===== src/rtl/histPkg.sv =====
`default_nettype none

package histPkg;

    // pixel index width, four pixels
    localparam int pixelBits = 2;

    // time bin index width, 32 bins per pixel
    localparam int binBits = 5;

    // histogram count width
    localparam int countBits = 8;

    // ram address is pixel index followed by bin index
    localparam int addrBits = pixelBits + binBits;

    // counts stick here instead of wrapping
    localparam logic [countBits-1:0] countMax = '1;

    // one photon event
    typedef struct packed {
        logic [pixelBits-1:0] pixel;
        logic [binBits-1:0]   bin;
    } histEvent;

    // one bin as read out during the sweep
    typedef struct packed {
        logic [pixelBits-1:0] pixel;
        logic [binBits-1:0]   bin;
        logic [countBits-1:0] count;
    } binReading;

    // peak of one pixel
    typedef struct packed {
        logic [pixelBits-1:0] pixel;
        logic [binBits-1:0]   bin;
        logic [countBits-1:0] count;
    } peakResult;

    // sequencer FSM states
    typedef enum logic [1:0] {IDLE, DRAIN, SWEEP, FLUSH} seqState;

endpackage

`default_nettype wire


===== src/rtl/histRam.sv =====
`timescale 1ns/100ps
`default_nettype none

module histRam (
    input  logic                           clk,
    input  logic                           wrEn,
    input  logic [histPkg::addrBits-1:0]   wrAddr,
    input  logic [histPkg::countBits-1:0]  wrData,
    input  logic                           rdEn,
    input  logic [histPkg::addrBits-1:0]   rdAddr,
    output logic [histPkg::countBits-1:0]  rdData
);

    // one word per pixel and bin
    logic [histPkg::countBits-1:0] mem [0:(1 << histPkg::addrBits)-1];

    // write port
    always_ff @(posedge clk) begin
        if (wrEn) begin
            mem[wrAddr] <= wrData;
        end
    end

    // registered read port
    // same-address read and write in one cycle gives the old word
    always_ff @(posedge clk) begin
        if (rdEn) begin
            rdData <= mem[rdAddr];
        end
    end

endmodule

`default_nettype wire


===== src/rtl/histSequencer.sv =====
`timescale 1ns/100ps
`default_nettype none

module histSequencer (
    input  logic                           clk,
    input  logic                           rstN,
    input  logic                           eventValid,
    input  histPkg::histEvent              evt,
    input  logic                           frameEnd,
    output logic                           busy,
    output logic                           wrEn,
    output logic [histPkg::addrBits-1:0]   wrAddr,
    output logic [histPkg::countBits-1:0]  wrData,
    output logic                           rdEn,
    output logic [histPkg::addrBits-1:0]   rdAddr,
    input  logic [histPkg::countBits-1:0]  rdData,
    output logic                           binValid,
    output histPkg::binReading             binOut
);

    histPkg::seqState state;

    // shared timer for drain and flush
    logic [1:0] waitCnt;

    // sweep address, wraps back to zero after the last bin
    logic [histPkg::addrBits-1:0] sweepAddr;

    logic acceptEvent;
    logic acceptFrame;
    logic inSweep;

    // stage 1, read data returning
    logic                          s1Valid;
    logic                          s1Clear;
    logic [histPkg::addrBits-1:0]  s1Addr;

    // stage 2, write pending
    logic                          s2Valid;
    logic [histPkg::addrBits-1:0]  s2Addr;
    logic [histPkg::countBits-1:0] s2Data;

    // stage 3, value written last cycle, not yet visible on a read
    logic                          s3Valid;
    logic [histPkg::addrBits-1:0]  s3Addr;
    logic [histPkg::countBits-1:0] s3Data;

    logic [histPkg::countBits-1:0] baseCount;
    logic [histPkg::countBits-1:0] incCount;

    // inputs only count while idle, anything else is dropped
    assign acceptEvent = eventValid && (state == histPkg::IDLE);
    assign acceptFrame = frameEnd && (state == histPkg::IDLE);
    assign inSweep     = (state == histPkg::SWEEP);
    assign busy        = (state != histPkg::IDLE);

    // frame FSM
    always_ff @(posedge clk or negedge rstN) begin
        if (!rstN) begin
            state     <= histPkg::IDLE;
            waitCnt   <= '0;
            sweepAddr <= '0;
        end else begin
            case (state)
                histPkg::IDLE: begin
                    if (acceptFrame) begin
                        state   <= histPkg::DRAIN;
                        waitCnt <= 2'd1;
                    end
                end
                histPkg::DRAIN: begin
                    // two cycles so the last event write lands
                    if (waitCnt == 2'd0) begin
                        state <= histPkg::SWEEP;
                    end else begin
                        waitCnt <= waitCnt - 2'd1;
                    end
                end
                histPkg::SWEEP: begin
                    sweepAddr <= sweepAddr + 1'b1;
                    if (sweepAddr == '1) begin
                        state   <= histPkg::FLUSH;
                        waitCnt <= 2'd2;
                    end
                end
                histPkg::FLUSH: begin
                    // last clear write and last peak still in flight
                    if (waitCnt == 2'd0) begin
                        state <= histPkg::IDLE;
                    end else begin
                        waitCnt <= waitCnt - 2'd1;
                    end
                end
                default: begin
                    state <= histPkg::IDLE;
                end
            endcase
        end
    end

    // read issue, sweep has the port to itself
    assign rdEn   = acceptEvent || inSweep;
    assign rdAddr = inSweep ? sweepAddr : {evt.pixel, evt.bin};

    // pipeline control
    always_ff @(posedge clk or negedge rstN) begin
        if (!rstN) begin
            s1Valid <= 1'b0;
            s1Clear <= 1'b0;
            s2Valid <= 1'b0;
            s3Valid <= 1'b0;
        end else begin
            s1Valid <= rdEn;
            s1Clear <= inSweep;
            s2Valid <= s1Valid;
            s3Valid <= s2Valid;
        end
    end

    // pipeline payload
    always_ff @(posedge clk) begin
        s1Addr <= rdAddr;
        s2Addr <= s1Addr;
        // sweep reads are written back as zero
        s2Data <= s1Clear ? '0 : incCount;
        s3Addr <= s2Addr;
        s3Data <= s2Data;
    end

    // newest pending value wins over older one and over ram
    always_comb begin
        if (s2Valid && (s2Addr == s1Addr)) begin
            baseCount = s2Data;
        end else if (s3Valid && (s3Addr == s1Addr)) begin
            baseCount = s3Data;
        end else begin
            baseCount = rdData;
        end
    end

    // saturating increment
    assign incCount = (baseCount == histPkg::countMax) ? baseCount : baseCount + 1'b1;

    // write port
    assign wrEn   = s2Valid;
    assign wrAddr = s2Addr;
    assign wrData = s2Data;

    // swept bin goes downstream one cycle after its read
    assign binValid     = s1Valid && s1Clear;
    assign binOut.pixel = s1Addr[histPkg::addrBits-1 -: histPkg::pixelBits];
    assign binOut.bin   = s1Addr[histPkg::binBits-1:0];
    assign binOut.count = rdData;

endmodule

`default_nettype wire


===== src/rtl/peakFinder.sv =====
`timescale 1ns/100ps
`default_nettype none

module peakFinder (
    input  logic               clk,
    input  logic               rstN,
    input  logic               binValid,
    input  histPkg::binReading binOut,
    output logic               peakValid,
    output histPkg::peakResult peak
);

    // best so far for the current pixel
    logic [histPkg::binBits-1:0]   bestBin;
    logic [histPkg::countBits-1:0] bestCount;

    logic                          firstBin;
    logic                          lastBin;
    logic                          takeNew;
    logic [histPkg::binBits-1:0]   candBin;
    logic [histPkg::countBits-1:0] candCount;

    // bins arrive in address order, bin 0 opens a pixel
    assign firstBin = (binOut.bin == '0);
    assign lastBin  = (binOut.bin == '1);

    // strictly greater only, so the lower bin keeps a tie
    // bin 0 always loads, which also gives 0/0 for an empty pixel
    assign takeNew = firstBin || (binOut.count > bestCount);

    assign candBin   = takeNew ? binOut.bin : bestBin;
    assign candCount = takeNew ? binOut.count : bestCount;

    // running maximum
    always_ff @(posedge clk) begin
        if (binValid) begin
            bestBin   <= candBin;
            bestCount <= candCount;
        end
    end

    // result includes the last bin itself
    always_ff @(posedge clk) begin
        if (binValid && lastBin) begin
            peak.pixel <= binOut.pixel;
            peak.bin   <= candBin;
            peak.count <= candCount;
        end
    end

    // one pulse per pixel
    always_ff @(posedge clk or negedge rstN) begin
        if (!rstN) begin
            peakValid <= 1'b0;
        end else begin
            peakValid <= binValid && lastBin;
        end
    end

endmodule

`default_nettype wire


===== src/rtl/histTop.sv =====
`timescale 1ns/100ps
`default_nettype none

module histTop (
    input  logic               clk,
    input  logic               rstN,
    input  logic               eventValid,
    input  histPkg::histEvent  evt,
    input  logic               frameEnd,
    output logic               busy,
    output logic               peakValid,
    output histPkg::peakResult peak
);

    // ram write port
    logic                          wrEn;
    logic [histPkg::addrBits-1:0]  wrAddr;
    logic [histPkg::countBits-1:0] wrData;

    // ram read port
    logic                          rdEn;
    logic [histPkg::addrBits-1:0]  rdAddr;
    logic [histPkg::countBits-1:0] rdData;

    // swept bins into the peak search
    logic                          binValid;
    histPkg::binReading            binOut;

    // event pipeline and frame FSM
    histSequencer uSeq (
        .clk        (clk),
        .rstN       (rstN),
        .eventValid (eventValid),
        .evt        (evt),
        .frameEnd   (frameEnd),
        .busy       (busy),
        .wrEn       (wrEn),
        .wrAddr     (wrAddr),
        .wrData     (wrData),
        .rdEn       (rdEn),
        .rdAddr     (rdAddr),
        .rdData     (rdData),
        .binValid   (binValid),
        .binOut     (binOut)
    );

    // histogram storage, all pixels in one block
    histRam uRam (
        .clk    (clk),
        .wrEn   (wrEn),
        .wrAddr (wrAddr),
        .wrData (wrData),
        .rdEn   (rdEn),
        .rdAddr (rdAddr),
        .rdData (rdData)
    );

    // per-pixel peak
    peakFinder uPeak (
        .clk       (clk),
        .rstN      (rstN),
        .binValid  (binValid),
        .binOut    (binOut),
        .peakValid (peakValid),
        .peak      (peak)
    );

endmodule

`default_nettype wire


===== config.mk =====
export PLATFORM = sky130hd
export DESIGN_NAME = histTop
export DESIGN_NICKNAME = d
export VERILOG_FILES = /design/src/rtl/histPkg.sv /design/src/rtl/histRam.sv /design/src/rtl/histSequencer.sv /design/src/rtl/peakFinder.sv /design/src/rtl/histTop.sv
export SDC_FILE = /design/constraint.sdc
export NUM_CORES = 1
export LEC_CHECK = 0
export BUFFER_PORTS_ARGS = -buffer_cell sky130_fd_sc_hd__buf_4
export CAP_MARGIN = 40
export CORE_MARGIN = 4
export CORE_UTILIZATION = 28
export DETAILED_ROUTE_END_ITERATION = 10
export GPL_TIMING_DRIVEN = 1
export PLACE_DENSITY = 0.51
export REMOVE_ABC_BUFFERS = 1
export SLEW_MARGIN = 25
export SYNTH_ARGS = -nofsm -noshare
export SYNTH_HDL_FRONTEND = slang
export SYNTH_SLANG_ARGS = --single-unit

===== constraint.sdc =====
create_clock -name clk -period 5.6 [get_ports clk]
set_clock_uncertainty 0.15 [all_clocks]
set_input_delay 0.28 -clock clk [delete_from_list [all_inputs] [get_ports clk]]
set_output_delay 0.28 -clock clk [all_outputs]
set_load 0.03 [all_outputs]

==> results_dict.tcl <==
set metrics [dict create \
    synth_area_leaders "edfxtp_1 (72%), mux2i_1 (4.9%), nand2_1 (4.8%)" \
    cts_htree_levels 3 \
    grt_pass1_vias 25280 \
    max_freq_ghz 0.2250 \
    ios 28 \
    worstSetupPathType "reg2reg" \
    antenna_left 0 \
    synth-xor-area-share_pct 0.4335 \
    ys_seq_area_share_pct 74.18 \
    fp.dieW_um 406.4 \
    crit_fanout 63 \
    path_clk_slew_ps 70 \
    synthSimpleGateAreaFrac_pct 10.30 \
    grt_pass1_wl_um 177100 \
    ys_types 57 \
    cts_buffers 114 \
    syn_inst 3061 \
    place_area_um2 47610 \
    die_h_um 406.4 \
    status "finished clean" \
    hpwl_um 74660 \
    placed_cells 5090 \
    rsz0062_at_grt "false" \
    crit_start "uSeq.state[0]$_DFFE_PN0P_" \
    nets 3218 \
    vdd_drop_max_v 0.0002585 \
    ys_ff_latch 1113 \
    mostFrequentLayoutCells "edfxtp_1 (1060), nand2_1 (567), nand3_1 (223), mux2i_1 (216), nor2_1 (173)" \
    avgViaCountPerCell 4.907 \
    async_flop_share_pct 1.438 \
    synth_mux_area_share_pct 7.240 \
    nFillCells 15270 \
    power_w 0.01636 \
    r2r_start "uSeq.state[0]$_DFFE_PN0P_" \
    crit_path_end_kind "register" \
    slowest_delay_ps 550 \
    antennaDiodeCount 0 \
    fin_crit_sh_pct 79.35 \
    hold_depth 3 \
    avgSynthCellArea_um2 14.52 \
    slew_headroom_pct 41.75 \
    port_buffers 27 \
    synth_ff_type "edfxtp_1" \
    ys_warn_count 0 \
    hold_class "in2reg" \
    finalSetupTns_ps 0 \
    cts.sinks 1113 \
    worstReg2RegEnd "uRam.rdData[0]$_DFFE_PP_" \
    final_layout_size_suffix_gt1_share_pct 12.98 \
    wl_um 121500 \
    cap_violations 0 \
    overflow 0 \
    cp_num_buf_inv 4 \
    required_ps 5890 \
    yosys.area.top_type "edfxtp_1" \
    slowest_stage "inv_6" \
    clockBufferDepth 3 \
    worstSkewPairLatency_ps 710 \
    finalHoldViolCount 0 \
    hold_end "uSeq.s1Addr[3]$_DFF_P_" \
    hold_start "evt[3]" \
    cpMostUsedCell "mux2i_1" \
    yosysTopAreaCellShare_pct 71.62 \
    stdcell_area_um2 51540 \
    slew_viol_final 0 \
    drt_first_pass_iters 5 \
    p_leak_nw 17.66 \
    critPathTopFamily "buffers and inverters" \
    critPathArrivalTime_ps 4740 \
    fin_util_pct 32.84 \
    grt_max_degree 121 \
    crit_path_start_kind "register" \
    synth-edff-count 1060 \
    antenna_found_initial 1 \
    min_period_ps 4444 \
    post_cts_resized 0 \
    final_common_cell "edfxtp_1" \
    wire_per_inst_um 22.75 \
    die_area_um2 165200 \
    ff2ff_setup_slack_ps 1160 \
    row_count 145 \
    worstRegToRegCells 12 \
    drc 0 \
    drt-initial-drc-count 2517 \
    core_area_um2 156900 \
    cts_root_buf "clkbuf_16" \
    grt_usage_pct 14.45 \
    start_util_pct 28.32 \
    worst_pin_slew_ps 872.7 \
    areaGrowthSynthToFinish_pct 15.95 \
    synthAdderAreaFrac_pct 0.4223 \
    setup_violations 0 \
    final_cells 5340 \
    synthesis.area_um2 44450 \
    vias 26200 \
    powerDensity_nw_per_um2 317.5 \
    synth_compound_area_share_pct 5.320 \
    cts_tree "yes" \
    synth_top_family_by_area "simple AND/OR/NAND/NOR gates" \
    finalWeightedCongestion 0.7911 \
    path_cells "inv_1 > ha_1 > buf_4 > mux2i_4 > inv_6 > buf_4 > mux2i_1 > mux2i_1 > mux2i_1 > o21ai_0 > a21oi_1 > o211ai_1" \
]
[stage by stage]
stage / setup slack [ps] / hold slack [ps]
3_3_place_gp: 1011 / 8.180
5_1_grt: 844.5 / 86.85
3_5_place_dp: 1131 / 8.680
2_1_floorplan: -6694 / -165.6
4_1_cts: 1124 / 57.48
6_report: 1156 / 105.3
[what timing repair did]
| item | CTS | global route |
|---|---|---|
| hold buffers | 6 | 0 |
| buffers inserted | 0 | 0 |
| hold endpoints to repair | 22 | 0 |
[synthesized netlist by cell type (all sizes together), types with 5 or more instances]
cell	count
nor3	21
mux2	14
a211oi	6
nor4	16
o211ai	6
a32oi	7
buf	95
a31oi	24
clkbuf	85
o2111ai	5
a21oi	112
nand4	27
dfxtp	37
a221o	5
dfrtp	16
mux4	36
nand2	567
edfxtp	1060
and3	17
ha	15
xnor2	19
and2	11
o21ai	48
nor2b	8
nor2	173
o221ai	32
inv	23
o22ai	51
a311oi	24
nand3	225
a22oi	7
mux2i	221
o41ai	11
a2111oi	8
[sequential cells by signal (all words and copies together) (netlist names), 8 cells and up]
name,cells
uPeak.bestCount,8
uPeak.peak,15
uRam.mem,1024
uRam.rdData,8
uSeq.s3Data,8
uSeq.wrData,8
[layout make-up]
type	count	area [um2]	area share (%)
Tap cell	2058	2575	4.996
Timing Repair Buffer	195	1677	3.253
Sequential cell	1113	33000	64.04
Clock inverter	70	596.8	1.158
Multi-Input combinational cell	1745	10610	20.59
Inverter	23	98.84	0.1918
Clock buffer	136	2978	5.778
[worst min-delay path, delay by kind of cell]
family	cells	cell delay, ps
muxes	1	170
buffers and inverters	2	360
[where the power goes]
| group | leakage (nW) | internal, W | switching [W] | total, W |
|---|---|---|---|---|
| clock | 1.76 | 0.00422 | 0.00316 | 0.00738 |
| combinational | 6.35 | 0.00000846 | 0.00000673 | 0.0000152 |
| sequential | 9.54 | 0.00897 | 0 | 0.00897 |
[how the worst max path moves through the flow]
stage | endpoint | cells after the start
2_1_floorplan | uRam.rdData[5]$_DFFE_PP_ | 10
3_3_place_gp | uRam.rdData[3]$_DFFE_PP_ | 10
3_5_place_dp | uRam.rdData[3]$_DFFE_PP_ | 10
4_1_cts | uRam.rdData[2]$_DFFE_PP_ | 12
5_1_grt | uRam.rdData[1]$_DFFE_PP_ | 12
6_report | uRam.rdData[0]$_DFFE_PP_ | 12
[cells by family (layout without fill, tap and decap cells)]
group / after synthesis / count (layout)
flip-flops: 1113 / 1113
AND/OR/NAND/NOR: 1075 / 1075
AO/OA/AOI/OAI: 362 / 362
multiplexers: 271 / 271
buffers and inverters: 203 / 424
XOR/XNOR: 22 / 22
adder cells (fa/ha/maj): 15 / 15
[metal layers]
layer	vias to the layer above	part of all wire, %	GRT usage, %
met5	-	0	0
met4	0	2.1	3.995
met3	145	5.9	2.086
met2	845	47	23.24
met1	13340	45	20.43
li1	11870	-	-
No activity file was read; power rests on OpenSTA's default activity.
